**config.mk**
```make
export PLATFORM = sky130hd
export DESIGN_NAME = branch_predict_unit
export DESIGN_NICKNAME = d
export VERILOG_FILES = /design/src/bp_pkg.sv /design/src/branch_predict_unit.sv /design/src/prediction_merge.sv /design/src/local_history_predictor.sv /design/src/branch_target_buffer.sv /design/src/inst_classifier.sv
export VERILOG_INCLUDE_DIRS = /design/src
export SDC_FILE = /design/constraint.sdc
export NUM_CORES = 2
export LEC_CHECK = 0
export ABC_AREA = 1
export BUFFER_PORTS_ARGS = -buffer_cell sky130_fd_sc_hd__buf_4
export CORE_MARGIN = 5
export CORE_UTILIZATION = 40
export DETAILED_ROUTE_END_ITERATION = 8
export SLEW_MARGIN = 25
export SYNTH_ARGS = -nofsm -noshare
export SYNTH_HDL_FRONTEND = slang
export SYNTH_SLANG_ARGS = --single-unit
```
**constraint.sdc**
```tcl
create_clock -name clk -period 5.7 [get_ports clk]
set_input_delay 0.285 -clock clk [delete_from_list [all_inputs] [get_ports clk]]
set_output_delay 0.285 -clock clk [all_outputs]
set_load 0.05 [all_outputs]
```
**src/bp_defines.svh**
```systemverilog
`ifndef BP_DEFINES_SVH
`define BP_DEFINES_SVH

// instruction word and target address width
`define BP_XLEN 32

// branch key is instruction bits 31..8
`define BP_KEY_W 24

// target buffer, index from key[5:0], tag from key[23:10]
`define BP_BTB_IDX_W 6
`define BP_BTB_TAG_W 14

// local predictor geometry
`define BP_LHT_IDX_W 4 // key[3:0] picks the history row
`define BP_HIST_W 4 // history also indexes the pattern table
`define BP_CNT_W 2 // saturating counter

`endif
```
**src/bp_pkg.sv**
```systemverilog
package bp_pkg;

  `include "bp_defines.svh"

  // control transfer opcodes, RV32 encoding
  typedef enum logic [6:0] {
    OP_BRANCH = 7'b1100011,
    OP_JAL    = 7'b1101111,
    OP_JALR   = 7'b1100111
  } opcode_e;

  typedef enum logic [1:0] {
    CLASS_NONE,
    CLASS_COND_BRANCH,
    CLASS_JAL,
    CLASS_JALR
  } inst_class_e;

  typedef struct packed {
    logic                valid;
    logic [`BP_XLEN-1:0] inst;
  } lookup_req_t;

  // outcome from execute
  typedef struct packed {
    logic                valid;
    logic [`BP_XLEN-1:0] inst;
    logic                taken;
    logic [`BP_XLEN-1:0] target;
  } resolve_t;

  typedef struct packed {
    logic                valid;
    logic                hit;
    logic                taken;
    logic [`BP_XLEN-1:0] target;
  } prediction_t;

  // read command to both tables
  typedef struct packed {
    logic                 valid;
    logic [`BP_KEY_W-1:0] key;
    inst_class_e          cls;
  } tbl_read_t;

  // write command, enables already decided
  typedef struct packed {
    logic                 btb_we;
    logic                 pred_we;
    logic [`BP_KEY_W-1:0] key;
    logic                 taken;
    logic [`BP_XLEN-1:0]  target;
  } tbl_write_t;

endpackage

```
**src/branch_predict_unit.sv**
```systemverilog
`timescale 1ns/1ns
`include "bp_defines.svh"

module branch_predict_unit (
  input  logic                clk,
  input  logic                rst,
  input  bp_pkg::lookup_req_t lookup,
  input  bp_pkg::resolve_t    resolve,
  output bp_pkg::prediction_t prediction
);

  bp_pkg::tbl_read_t   rd;
  bp_pkg::tbl_write_t  wr;
  logic                btb_hit;
  logic [`BP_XLEN-1:0] btb_target;
  logic                predict_taken;

  inst_classifier inst_classifier_i (
    .clk     (clk),
    .rst     (rst),
    .lookup  (lookup),
    .resolve (resolve),
    .rd      (rd),
    .wr      (wr)
  );

  branch_target_buffer branch_target_buffer_i (
    .rd         (rd),
    .wr         (wr),
    .clk        (clk),
    .rst        (rst),
    .btb_hit    (btb_hit),
    .btb_target (btb_target)
  );

  local_history_predictor local_history_predictor_i (
    .clk           (clk),
    .rst           (rst),
    .rd            (rd),
    .wr            (wr),
    .predict_taken (predict_taken)
  );

  // final stage, third cycle after the lookup
  prediction_merge prediction_merge_i (
    .clk           (clk),
    .rst           (rst),
    .rd            (rd),
    .btb_hit       (btb_hit),
    .btb_target    (btb_target),
    .predict_taken (predict_taken),
    .prediction    (prediction)
  );

endmodule

```
**src/prediction_merge.sv**
```systemverilog
`timescale 1ns/1ns
`include "bp_defines.svh"

module prediction_merge (
  input  logic                clk,
  input  logic                rst,
  input  bp_pkg::tbl_read_t   rd,
  input  logic                btb_hit,
  input  logic [`BP_XLEN-1:0] btb_target,
  input  logic                predict_taken,
  output bp_pkg::prediction_t prediction
);

  logic                vld_q;
  bp_pkg::inst_class_e cls_q; // lines up with the table outputs
  logic                hit;
  logic                taken;

  always_ff @(posedge clk or posedge rst)
  begin
    if (rst)
      vld_q <= 1'b0;
    else
      vld_q <= rd.valid;
  end

  always_ff @(posedge clk)
  begin
    cls_q <= rd.cls;
  end

  assign hit = (cls_q != bp_pkg::CLASS_NONE) && btb_hit;

  always_comb
  begin
    case (cls_q)
      bp_pkg::CLASS_COND_BRANCH: taken = hit && predict_taken;
      bp_pkg::CLASS_JAL,
      bp_pkg::CLASS_JALR:        taken = hit; // jumps always go
      default:                   taken = 1'b0;
    endcase
  end

  always_ff @(posedge clk or posedge rst)
  begin
    if (rst)
      prediction <= '0;
    else
    begin
      prediction.valid  <= vld_q;
      prediction.hit    <= hit;
      prediction.taken  <= taken;
      prediction.target <= hit ? btb_target : '0;
    end
  end

endmodule

```
**src/local_history_predictor.sv**
```systemverilog
`timescale 1ns/1ns
`include "bp_defines.svh"

module local_history_predictor (
  input  logic               clk,
  input  logic               rst,
  input  bp_pkg::tbl_read_t  rd,
  input  bp_pkg::tbl_write_t wr,
  output logic               predict_taken
);

  localparam int ROWS  = 1 << `BP_LHT_IDX_W;
  localparam int CNTS  = 1 << `BP_HIST_W;
  localparam logic [`BP_CNT_W-1:0] CNT_MAX = '1;

  logic [`BP_HIST_W-1:0] lht [ROWS]; // local history per row
  logic [`BP_CNT_W-1:0]  pht [CNTS]; // shared pattern counters

  logic [`BP_LHT_IDX_W-1:0] rd_row;
  logic [`BP_HIST_W-1:0]    rd_hist;
  logic [`BP_LHT_IDX_W-1:0] wr_row;
  logic [`BP_HIST_W-1:0]    wr_hist;
  logic [`BP_CNT_W-1:0]     wr_cnt;
  logic [`BP_CNT_W-1:0]     cnt_next;

  assign rd_row  = rd.key[`BP_LHT_IDX_W-1:0];
  assign rd_hist = lht[rd_row];
  assign wr_row  = wr.key[`BP_LHT_IDX_W-1:0];
  assign wr_hist = lht[wr_row];
  assign wr_cnt  = pht[wr_hist];

  always_comb
  begin
    cnt_next = wr_cnt;
    if (wr.taken && (wr_cnt != CNT_MAX))
      cnt_next = wr_cnt + 1'b1;
    else if (!wr.taken && (wr_cnt != '0))
      cnt_next = wr_cnt - 1'b1;
  end

  always_ff @(posedge clk or posedge rst)
  begin
    if (rst)
    begin
      for (int i = 0; i < ROWS; i++)
        lht[i] <= '0;
      for (int j = 0; j < CNTS; j++)
        pht[j] <= '0; // strongly not taken
      predict_taken <= 1'b0;
    end
    else
    begin
      if (wr.pred_we)
      begin
        pht[wr_hist] <= cnt_next;
        // newest outcome enters at the top
        lht[wr_row] <= {wr.taken, wr_hist[`BP_HIST_W-1:1]};
      end
      predict_taken <= rd.valid && pht[rd_hist][`BP_CNT_W-1]; // msb of counter
    end
  end

endmodule

```
**src/branch_target_buffer.sv**
```systemverilog
`timescale 1ns/1ns
`include "bp_defines.svh"

module branch_target_buffer (
  input  bp_pkg::tbl_read_t  rd,
  input  bp_pkg::tbl_write_t wr,
  input  logic               clk,
  input  logic               rst,
  output logic               btb_hit,
  output logic [`BP_XLEN-1:0] btb_target
);

  localparam int DEPTH = 1 << `BP_BTB_IDX_W;

  logic [DEPTH-1:0]        entry_vld;
  logic [`BP_BTB_TAG_W-1:0] tag_mem [DEPTH];
  logic [`BP_XLEN-1:0]      target_mem [DEPTH];

  logic [`BP_BTB_IDX_W-1:0] rd_idx;
  logic [`BP_BTB_TAG_W-1:0] rd_tag;
  logic [`BP_BTB_IDX_W-1:0] wr_idx;
  logic [`BP_BTB_TAG_W-1:0] wr_tag;

  // index from the low key bits, tag from the top
  assign rd_idx = rd.key[`BP_BTB_IDX_W-1:0];
  assign rd_tag = rd.key[`BP_KEY_W-1 -: `BP_BTB_TAG_W];
  assign wr_idx = wr.key[`BP_BTB_IDX_W-1:0];
  assign wr_tag = wr.key[`BP_KEY_W-1 -: `BP_BTB_TAG_W];

  always_ff @(posedge clk or posedge rst)
  begin
    if (rst)
    begin
      entry_vld <= '0;
      btb_hit   <= 1'b0;
    end
    else
    begin
      if (wr.btb_we)
        entry_vld[wr_idx] <= 1'b1;
      // compare uses the contents before this edge's write
      btb_hit <= rd.valid && entry_vld[rd_idx] && (tag_mem[rd_idx] == rd_tag);
    end
  end

  always_ff @(posedge clk)
  begin
    if (wr.btb_we)
    begin
      tag_mem[wr_idx]    <= wr_tag;
      target_mem[wr_idx] <= wr.target;
    end
  end

  // target is only meaningful with btb_hit, merge masks it otherwise
  always_ff @(posedge clk)
  begin
    if (rd.valid)
      btb_target <= target_mem[rd_idx];
  end

endmodule

```
**src/inst_classifier.sv**
```systemverilog
`timescale 1ns/1ns
`include "bp_defines.svh"

module inst_classifier (
  input  logic                clk,
  input  logic                rst,
  input  bp_pkg::lookup_req_t lookup,
  input  bp_pkg::resolve_t    resolve,
  output bp_pkg::tbl_read_t   rd,
  output bp_pkg::tbl_write_t  wr
);

  logic                lookup_vld_q;
  logic [`BP_XLEN-1:0] lookup_inst_q;
  logic                res_vld_q;
  logic [`BP_XLEN-1:0] res_inst_q;
  logic                res_taken_q;
  logic [`BP_XLEN-1:0] res_target_q;

  function automatic bp_pkg::inst_class_e classify(input logic [6:0] opcode);
    bp_pkg::inst_class_e cls;
    case (opcode)
      bp_pkg::OP_BRANCH: cls = bp_pkg::CLASS_COND_BRANCH;
      bp_pkg::OP_JAL:    cls = bp_pkg::CLASS_JAL;
      bp_pkg::OP_JALR:   cls = bp_pkg::CLASS_JALR;
      default:           cls = bp_pkg::CLASS_NONE;
    endcase
    return cls;
  endfunction

  always_ff @(posedge clk or posedge rst)
  begin
    if (rst)
    begin
      lookup_vld_q <= 1'b0;
      res_vld_q    <= 1'b0;
    end
    else
    begin
      lookup_vld_q <= lookup.valid;
      res_vld_q    <= resolve.valid;
    end
  end

  always_ff @(posedge clk)
  begin
    lookup_inst_q <= lookup.inst;
    res_inst_q    <= resolve.inst;
    res_taken_q   <= resolve.taken;
    res_target_q  <= resolve.target;
  end

  // key is the upper instruction bits, not the pc
  assign rd.valid = lookup_vld_q;
  assign rd.key   = lookup_inst_q[`BP_XLEN-1 -: `BP_KEY_W];
  assign rd.cls   = classify(lookup_inst_q[6:0]);

  assign wr.btb_we  = res_vld_q; // every resolve refreshes the btb entry
  assign wr.pred_we = res_vld_q &&
                      (classify(res_inst_q[6:0]) == bp_pkg::CLASS_COND_BRANCH);
  assign wr.key     = res_inst_q[`BP_XLEN-1 -: `BP_KEY_W];
  assign wr.taken   = res_taken_q;
  assign wr.target  = res_target_q;

endmodule

```
Word-level counts from Yosys, hierarchy flattened. Memories as Yosys holds them, arrays and structs flattened. A register that Yosys moved wholly into a read port is not among the register bits. Index checks and enable logic that the tools add are counted.

$add $sub $neg: 2. Reduce and logical (&&, ||, !) cells: 15. Magnitude comparators: 9. Eq/ne operators: 12. Mux-type cells: 30. Bitwise logic cells: 5.

Operators by type and width (count): bitwise mux 64 bit (1); OR 64 bit (1); equality test 7 bit (second input constant) (6); binary-select mux 4 bit (select 4 bit) (2); bitwise mux 32 bit (1); 2-to-1 mux 32 bit (1); >= comparator 5 bit (second input constant) (4); 2-to-1 mux 4 bit (5); inverter 4 -> 5 bit (4); binary-select mux 2 bit (select 4 bit) (2); demux 4 bit (select 4 bit) (1); equality test 14 bit (1); less-than comparator 6 x 7 -> 1 bit (second input constant) (2); 2-to-1 mux 2 bit (7); one-hot mux 2 bit (3 select lines) (2); logical AND 1 bit (11); less-than comparator 5 x 1 -> 1 bit (second input constant) (2); demux 2 bit (select 4 bit) (1); binary-select mux 1 bit (select 6 bit) (1); demux 1 bit (select 6 bit) (1); >= comparator 6 x 1 -> 1 bit (second input constant) (1); equality test 2 x 1 -> 1 bit (second input constant) (2); equality test 2 bit (second input constant) (2); 2-to-1 mux 1 bit (4); 7 further kinds (8).

RAM bits: 2944. Memories: 2. Register bits: 299. Bits of input ports: 101. Output and inout bits: 35. Logic and storage cells: 122.

Memories: branch_target_buffer_i.target_mem (depth 64, width 32, rd ports 1, clocked after memory_dff 1, wr ports 1, line branch_target_buffer.sv:17) `` logic [`BP_XLEN-1:0] target_mem [DEPTH]; ``; branch_target_buffer_i.tag_mem (depth 64, width 14, rd ports 1, clocked after memory_dff 1, wr ports 1, line branch_target_buffer.sv:16) `` logic [`BP_BTB_TAG_W-1:0] tag_mem [DEPTH]; ``.

Longest topological paths before layout.
Word-level depth: 13. Gate-level depth with buffers: 25.

Hierarchy. Synthesis repeated with hierarchy kept, for this count alone.

Cells, all modules: 10309. Area total of the unflattened synthesis: 129564.3 sq um.

By module, submodules not included: branch_target_buffer (cells an instance 9234, times used 1, area an instance 120150.2 sq um); local_history_predictor (cells an instance 798, times used 1, area an instance 5740.5 sq um); inst_classifier (cells an instance 167, times used 1, area an instance 2422.3 sq um); prediction_merge (cells an instance 110, times used 1, area an instance 1251.2 sq um).

Worst setup path after synthesis. No wires, ideal clock.

Path kind: register to register. Start point: reg inst_classifier_i.res_vld_q. End point: mem branch_target_buffer_i.tag_mem[2][0] (netlist bit), enable pin. Library setup time: 0.508 ns. Data arrival time: 4.059 ns. Slack: 1.133 ns. Clock period less this slack: 4.567 ns. Cell stages (with the launch flop): 4. Path buffers: 1. Cells stage by stage: dfrtp_1 clkbuf_1 nand3_1 nor3_1.

Word-level cells in the longest chain between the ends: 2.

RTL lines: from (decl) (line inst_classifier.sv:15) `logic res_vld_q;`; from (signal assigned) (line inst_classifier.sv:41) `res_vld_q <= resolve.valid;`; 2-to-1 mux 1 bit (line branch_target_buffer.sv:48) `if (wr.btb_we)`; 2-to-1 mux 1 bit (implied by the code) (line branch_target_buffer.sv:50) `tag_mem[wr_idx] <= wr_tag;`; to (decl) (line branch_target_buffer.sv:16).

Every way passes these cells.

Final worst setup path.
Start point: reg inst_classifier_i.lookup_inst_q[8]. End point: reg local_history_predictor_i.predict_taken.

Word-level cells in the longest chain between the ends: 9.

RTL lines: from (decl) (line inst_classifier.sv:14) `` logic [`BP_XLEN-1:0] lookup_inst_q; ``; from (signal assigned) (line inst_classifier.sv:47) `lookup_inst_q <= lookup.inst;`; inverter 4 -> 5 bit (implied by the code) (line local_history_predictor.sv:27) `assign rd_hist = lht[rd_row];`; binary-select mux 4 bit (select 4 bit) (line local_history_predictor.sv:27); 2-to-1 mux 4 bit (implied by the code) (2 in series) (line local_history_predictor.sv:27); inverter 4 -> 5 bit (implied by the code) (line local_history_predictor.sv:59) `` predict_taken <= rd.valid && pht[rd_hist][`BP_CNT_W-1]; ``; binary-select mux 2 bit (select 4 bit) (line local_history_predictor.sv:59); 2-to-1 mux 2 bit (implied by the code) (2 in series) (line local_history_predictor.sv:59); logical AND 1 bit (line local_history_predictor.sv:59); to (signal assigned) (line local_history_predictor.sv:59); to (decl) (line local_history_predictor.sv:9) `output logic predict_taken`.

Every way passes these cells. The select of a mux whose other input is x is not followed. A chain may end at the register's enable or synchronous reset.

==> qor.json <==
{
  "synth": {
    "leading_register_cell_type_out_of_synthesis": "sky130_fd_sc_hd__edfxtp_1",
    "synth_async_sr_flop_share_pct": 6.13,
    "synth_seq_cells": 3265,
    "synth_area_um2": 128000,
    "synth.yosys.warnings": 0,
    "post_synthesis_sequential_area_ratio_pct": 75.2,
    "post_synth_inst_count": 10100,
    "mappedNetlistNets": 10200,
    "synth.distinct_cells": 46,
    "post_synth_edffs": 2976,
    "synth.avg_cell_area_um2": 12.7
  },
  "timing": {
    "slew_viols_final": 0,
    "tightestPinTransition_ps": 1280,
    "grt_setup_unrepaired": "false",
    "period_minus_slack_ps": 4290,
    "max-slew-margin-rel_pct": 14.7,
    "setup-violations-final": 0,
    "holdWs_ps": 58.3,
    "clock-skew-final_ps": 93.6,
    "tns_ps": 0,
    "layout_worst_path_cycle_share_pct": 75.2,
    "fmax_ghz": 0.233,
    "hold_viol_final": 0
  },
  "min_path": {
    "hold_path_cells": 2,
    "hold_path.startpoint": "lookup[23]",
    "hp-class": "in2reg",
    "min_to": "inst_classifier_i.lookup_inst_q[23]$_DFF_P_"
  },
  "pwr": {
    "worst_ir_drop_vdd_v": 0.000260,
    "power_density_cells_nw_per_um2": 350,
    "leakage_component_of_the_power_nw": 48.7,
    "design_power_total_mw": 51.2
  },
  "job": {
    "drv_cap": 0
  },
  "routing": {
    "vias_per_cell": 5.88,
    "post-route-drc-count": 0,
    "drt_pass1_iterations": 9,
    "routed-via-count": 86200,
    "initialDrtViolationCount": 11100,
    "wirelength_um": 391000,
    "route.antenna.remaining_nets": 0,
    "drt-wirelength-per-cell_um": 26.7
  },
  "clocking": {
    "cts-resized-gates": 0,
    "cts_root_buffer": "sky130_fd_sc_hd__clkbuf_16",
    "cts_made_buffers": 344,
    "post_cts.repair.setup_buffers": 0,
    "clkSinkCount": 3265,
    "ctsHtreeMaxLevel": 5,
    "register_clock_pin_slew_on_the_reported_worst_setup_and_hold_paths_ps": 60,
    "tritoncts_clock_tree": "done",
    "clock_path_buffers": 4,
    "worst_skew_pair.late_latency_ps": 910
  },
  "die": {
    "fp.dieArea_um2": 331000,
    "design.core.area_um2": 318000,
    "fp.dieW_um": 575,
    "io-pin-count": 136,
    "die_h_um": 575,
    "num_rows": 207,
    "initial_core_util_pct": 40.2
  },
  "worst_setup_path": {
    "max_stage_delay_ps": 960,
    "cp_num_buf_inv": 4,
    "worstPathCellList": "inv_8 -> buf_12 -> buf_12 -> nor2_1 -> nor2_1 -> o21ai_0 -> o211ai_1 -> nand3_1 -> nand2_1 -> inv_1 -> nand2_1 -> nand3_1 -> nand3_1 -> and3_1 -> nor2_1",
    "rr_worst_depth": 15,
    "rr_endpoint": "local_history_predictor_i.predict_taken$_DFF_PP0_",
    "start_kind": "register",
    "crit_path_max_fanout": 121,
    "slowest_stage": "sky130_fd_sc_hd__dfxtp_4",
    "crit_required_ps": 6450,
    "worst_setup_path_end_kind": "register",
    "crit-reg2reg-launch": "inst_classifier_i.lookup_inst_q[8]$_DFF_P_",
    "setup.worst_path.class": "reg2reg",
    "rrSetupSlack_ps": 1410,
    "path_delay_family": "buffers and inverters",
    "worstPathArrival_ps": 5040
  },
  "placed_design": {
    "buffer_ports.inserted": 125,
    "dpl.hpwl_um": 199000,
    "instance_count_after_placement_with_tap_cells_included": 13900,
    "place_congestion": 0.815
  },
  "global_routing": {
    "grt_first_pass_wirelength_um": 563000,
    "number_of_antenna_violations_at_the_first_check_in_global_routing": 27,
    "grt-ovfl-total": 0,
    "grt_max_degree": 204,
    "grt_use_total_pct": 22.8,
    "grt_pass1_vias": 82100
  },
  "layout": {
    "post_route_cells_drive_above_1_share_pct": 10.4,
    "final_net_count": 10300,
    "final_cells": 14700,
    "flow.area_growth_from_synthesis_pct": 14.4
  },
  "run_status": {
    "status": "finished clean"
  }
}
cell type report:
type,instances,area [µm²]
multi-input combinational,5956,28500
inverter,162,651
clock inverter,138,1200
clock buffer,484,9650
tap,4180,5230
sequential,3265,96300
antenna,9,22.5
timing repair buffer,473,4730
fill,27700,172000
per-layer routing:
metal	routed length, µm	up-vias	track usage, %
met5	111	-	0
met4	15700	16	8.31
met3	40200	852	3.99
met2	177000	4650	35.7
met1	158000	43500	32.2
li1	-	37200	-
power breakdown:
group          total, mW  switching, mW  leakage (nW)  internal (mW)
Clock               21.7           9.23          5.32           12.5
Sequential          26.8          0.433          30.3           26.4
Combinational       2.63           1.82          13.2          0.817
Total               51.2           11.5          48.7           39.7
cells in the mapped netlist (3+ instances only):
master / count / area (µm²)
sky130_fd_sc_hd__edfxtp_1: 2976 / 89400
sky130_fd_sc_hd__nor2_1: 1816 / 6820
sky130_fd_sc_hd__o21ai_0: 1770 / 8860
sky130_fd_sc_hd__nand2_1: 820 / 3080
sky130_fd_sc_hd__o22ai_1: 789 / 4940
sky130_fd_sc_hd__nand3_1: 489 / 2450
sky130_fd_sc_hd__clkbuf_1: 435 / 1630
sky130_fd_sc_hd__dfrtp_1: 200 / 5000
sky130_fd_sc_hd__buf_2: 176 / 881
sky130_fd_sc_hd__inv_1: 145 / 544
sky130_fd_sc_hd__dfxtp_1: 89 / 1780
sky130_fd_sc_hd__a21oi_1: 64 / 320
sky130_fd_sc_hd__or2_2: 61 / 382
sky130_fd_sc_hd__buf_4: 40 / 300
sky130_fd_sc_hd__buf_1: 28 / 105
sky130_fd_sc_hd__o32ai_1: 26 / 228
sky130_fd_sc_hd__o21ai_1: 16 / 80.1
sky130_fd_sc_hd__nand3_2: 14 / 140
sky130_fd_sc_hd__buf_6: 13 / 146
sky130_fd_sc_hd__nor3_1: 12 / 60.1
sky130_fd_sc_hd__inv_2: 11 / 41.3
sky130_fd_sc_hd__o211ai_1: 10 / 75.1
sky130_fd_sc_hd__nand2_2: 8 / 50.1
sky130_fd_sc_hd__nand3b_1: 8 / 60.1
sky130_fd_sc_hd__a22oi_2: 6 / 75.1
sky130_fd_sc_hd__nor2_4: 6 / 67.6
sky130_fd_sc_hd__o221ai_1: 6 / 52.6
sky130_fd_sc_hd__clkinv_1: 5 / 18.8
sky130_fd_sc_hd__nand2_4: 5 / 56.3
sky130_fd_sc_hd__nor2_2: 5 / 31.3
sky130_fd_sc_hd__a22oi_1: 4 / 30.0
sky130_fd_sc_hd__a31oi_1: 3 / 18.8
sky130_fd_sc_hd__o21ai_2: 3 / 26.3
stage by stage:
step	utilization [%]	setup WS [ps]	area [µm²]
floorplan	-	1130	128000
global placement	42.2	1680	134000
detailed placement	42.2	1630	134000
CTS	45.9	1590	146000
global route	46.0	1250	146000
finish	46.0	1410	146000
cells in the final DEF, fill, tap and decap left out, types with 7 or more instances in the layout:
master,netlist,layout
sky130_fd_sc_hd__a21oi_1,64,64
sky130_fd_sc_hd__buf_12,1,70
sky130_fd_sc_hd__buf_4,40,290
sky130_fd_sc_hd__bufinv_16,0,15
sky130_fd_sc_hd__clkbuf_1,435,94
sky130_fd_sc_hd__clkbuf_16,0,351
sky130_fd_sc_hd__clkbuf_8,0,36
sky130_fd_sc_hd__clkinv_1,5,53
sky130_fd_sc_hd__clkinv_2,0,51
sky130_fd_sc_hd__dfrtp_1,200,199
sky130_fd_sc_hd__dfxtp_1,89,37
sky130_fd_sc_hd__dfxtp_4,0,50
sky130_fd_sc_hd__diode_2,0,9
sky130_fd_sc_hd__dlygate4sd3_1,0,112
sky130_fd_sc_hd__edfxtp_1,2976,2976
sky130_fd_sc_hd__inv_1,145,143
sky130_fd_sc_hd__inv_2,11,9
sky130_fd_sc_hd__inv_6,0,7
sky130_fd_sc_hd__nand2_1,820,820
sky130_fd_sc_hd__nand2_2,8,8
sky130_fd_sc_hd__nand3_1,489,489
sky130_fd_sc_hd__nand3_2,14,14
sky130_fd_sc_hd__nand3b_1,8,8
sky130_fd_sc_hd__nor2_1,1816,1758
sky130_fd_sc_hd__nor2_4,6,64
sky130_fd_sc_hd__nor3_2,1,7
sky130_fd_sc_hd__o211ai_1,10,10
sky130_fd_sc_hd__o21ai_0,1770,1770
sky130_fd_sc_hd__o21ai_1,16,15
sky130_fd_sc_hd__o22ai_1,789,789
sky130_fd_sc_hd__o32ai_1,26,26
sky130_fd_sc_hd__or2_2,61,61
repair_timing:
item                                   4_1_cts  5_1_grt
endpoints found under the hold margin      116        0
hold buffers                               112        0
setup endpoints to repair                    0        0
worst max-delay path by stage:
stage	start	endpoint	cells after the start
2_1_floorplan	inst_classifier_i.res_vld_q$_DFF_PP0_	branch_target_buffer_i.tag_mem[2][0]$_DFFE_PP_	3
3_3_place_gp	inst_classifier_i.res_inst_q[8]$_DFF_P_	local_history_predictor_i.pht[15]$_DFFE_PP0P_	16
3_5_place_dp	inst_classifier_i.res_inst_q[8]$_DFF_P_	local_history_predictor_i.pht[13]$_DFFE_PP0P_	16
4_1_cts	inst_classifier_i.lookup_inst_q[8]$_DFF_P_	local_history_predictor_i.predict_taken$_DFF_PP0_	15
5_1_grt	inst_classifier_i.res_inst_q[8]$_DFF_P_	local_history_predictor_i.pht[13]$_DFFE_PP0P_	16
6_report	inst_classifier_i.lookup_inst_q[8]$_DFF_P_	local_history_predictor_i.predict_taken$_DFF_PP0_	15
state kept, by name, indices dropped and copies added, names as in the netlist, 2 cells and up:
| signal | count |
|---|---|
| branch_target_buffer_i.target_mem | 2048 |
| prediction_merge_i.prediction | 35 |
| branch_target_buffer_i.entry_vld | 64 |
| inst_classifier_i.res_inst_q | 27 |
| prediction_merge_i.cls_q | 2 |
| inst_classifier_i.res_target_q | 32 |
| branch_target_buffer_i.tag_mem | 896 |
| local_history_predictor_i.lht | 64 |
| inst_classifier_i.lookup_inst_q | 27 |
| local_history_predictor_i.pht | 32 |
| branch_target_buffer_i.btb_target | 32 |
kinds of logic (layout without fill, tap and decap cells):
logic type | Yosys count | in the layout | share of synthesized area (%)
buf+inv | 856 | 1257 | 2.90
compound gates | 2698 | 2698 | 11.5
other cells | 0 | 9 | 0
fa+ha+maj | 2 | 2 | 0.0196
flops | 3265 | 3265 | 75.2
simple gates | 3256 | 3256 | 10.4
Power figures use the tool's default switching activity.
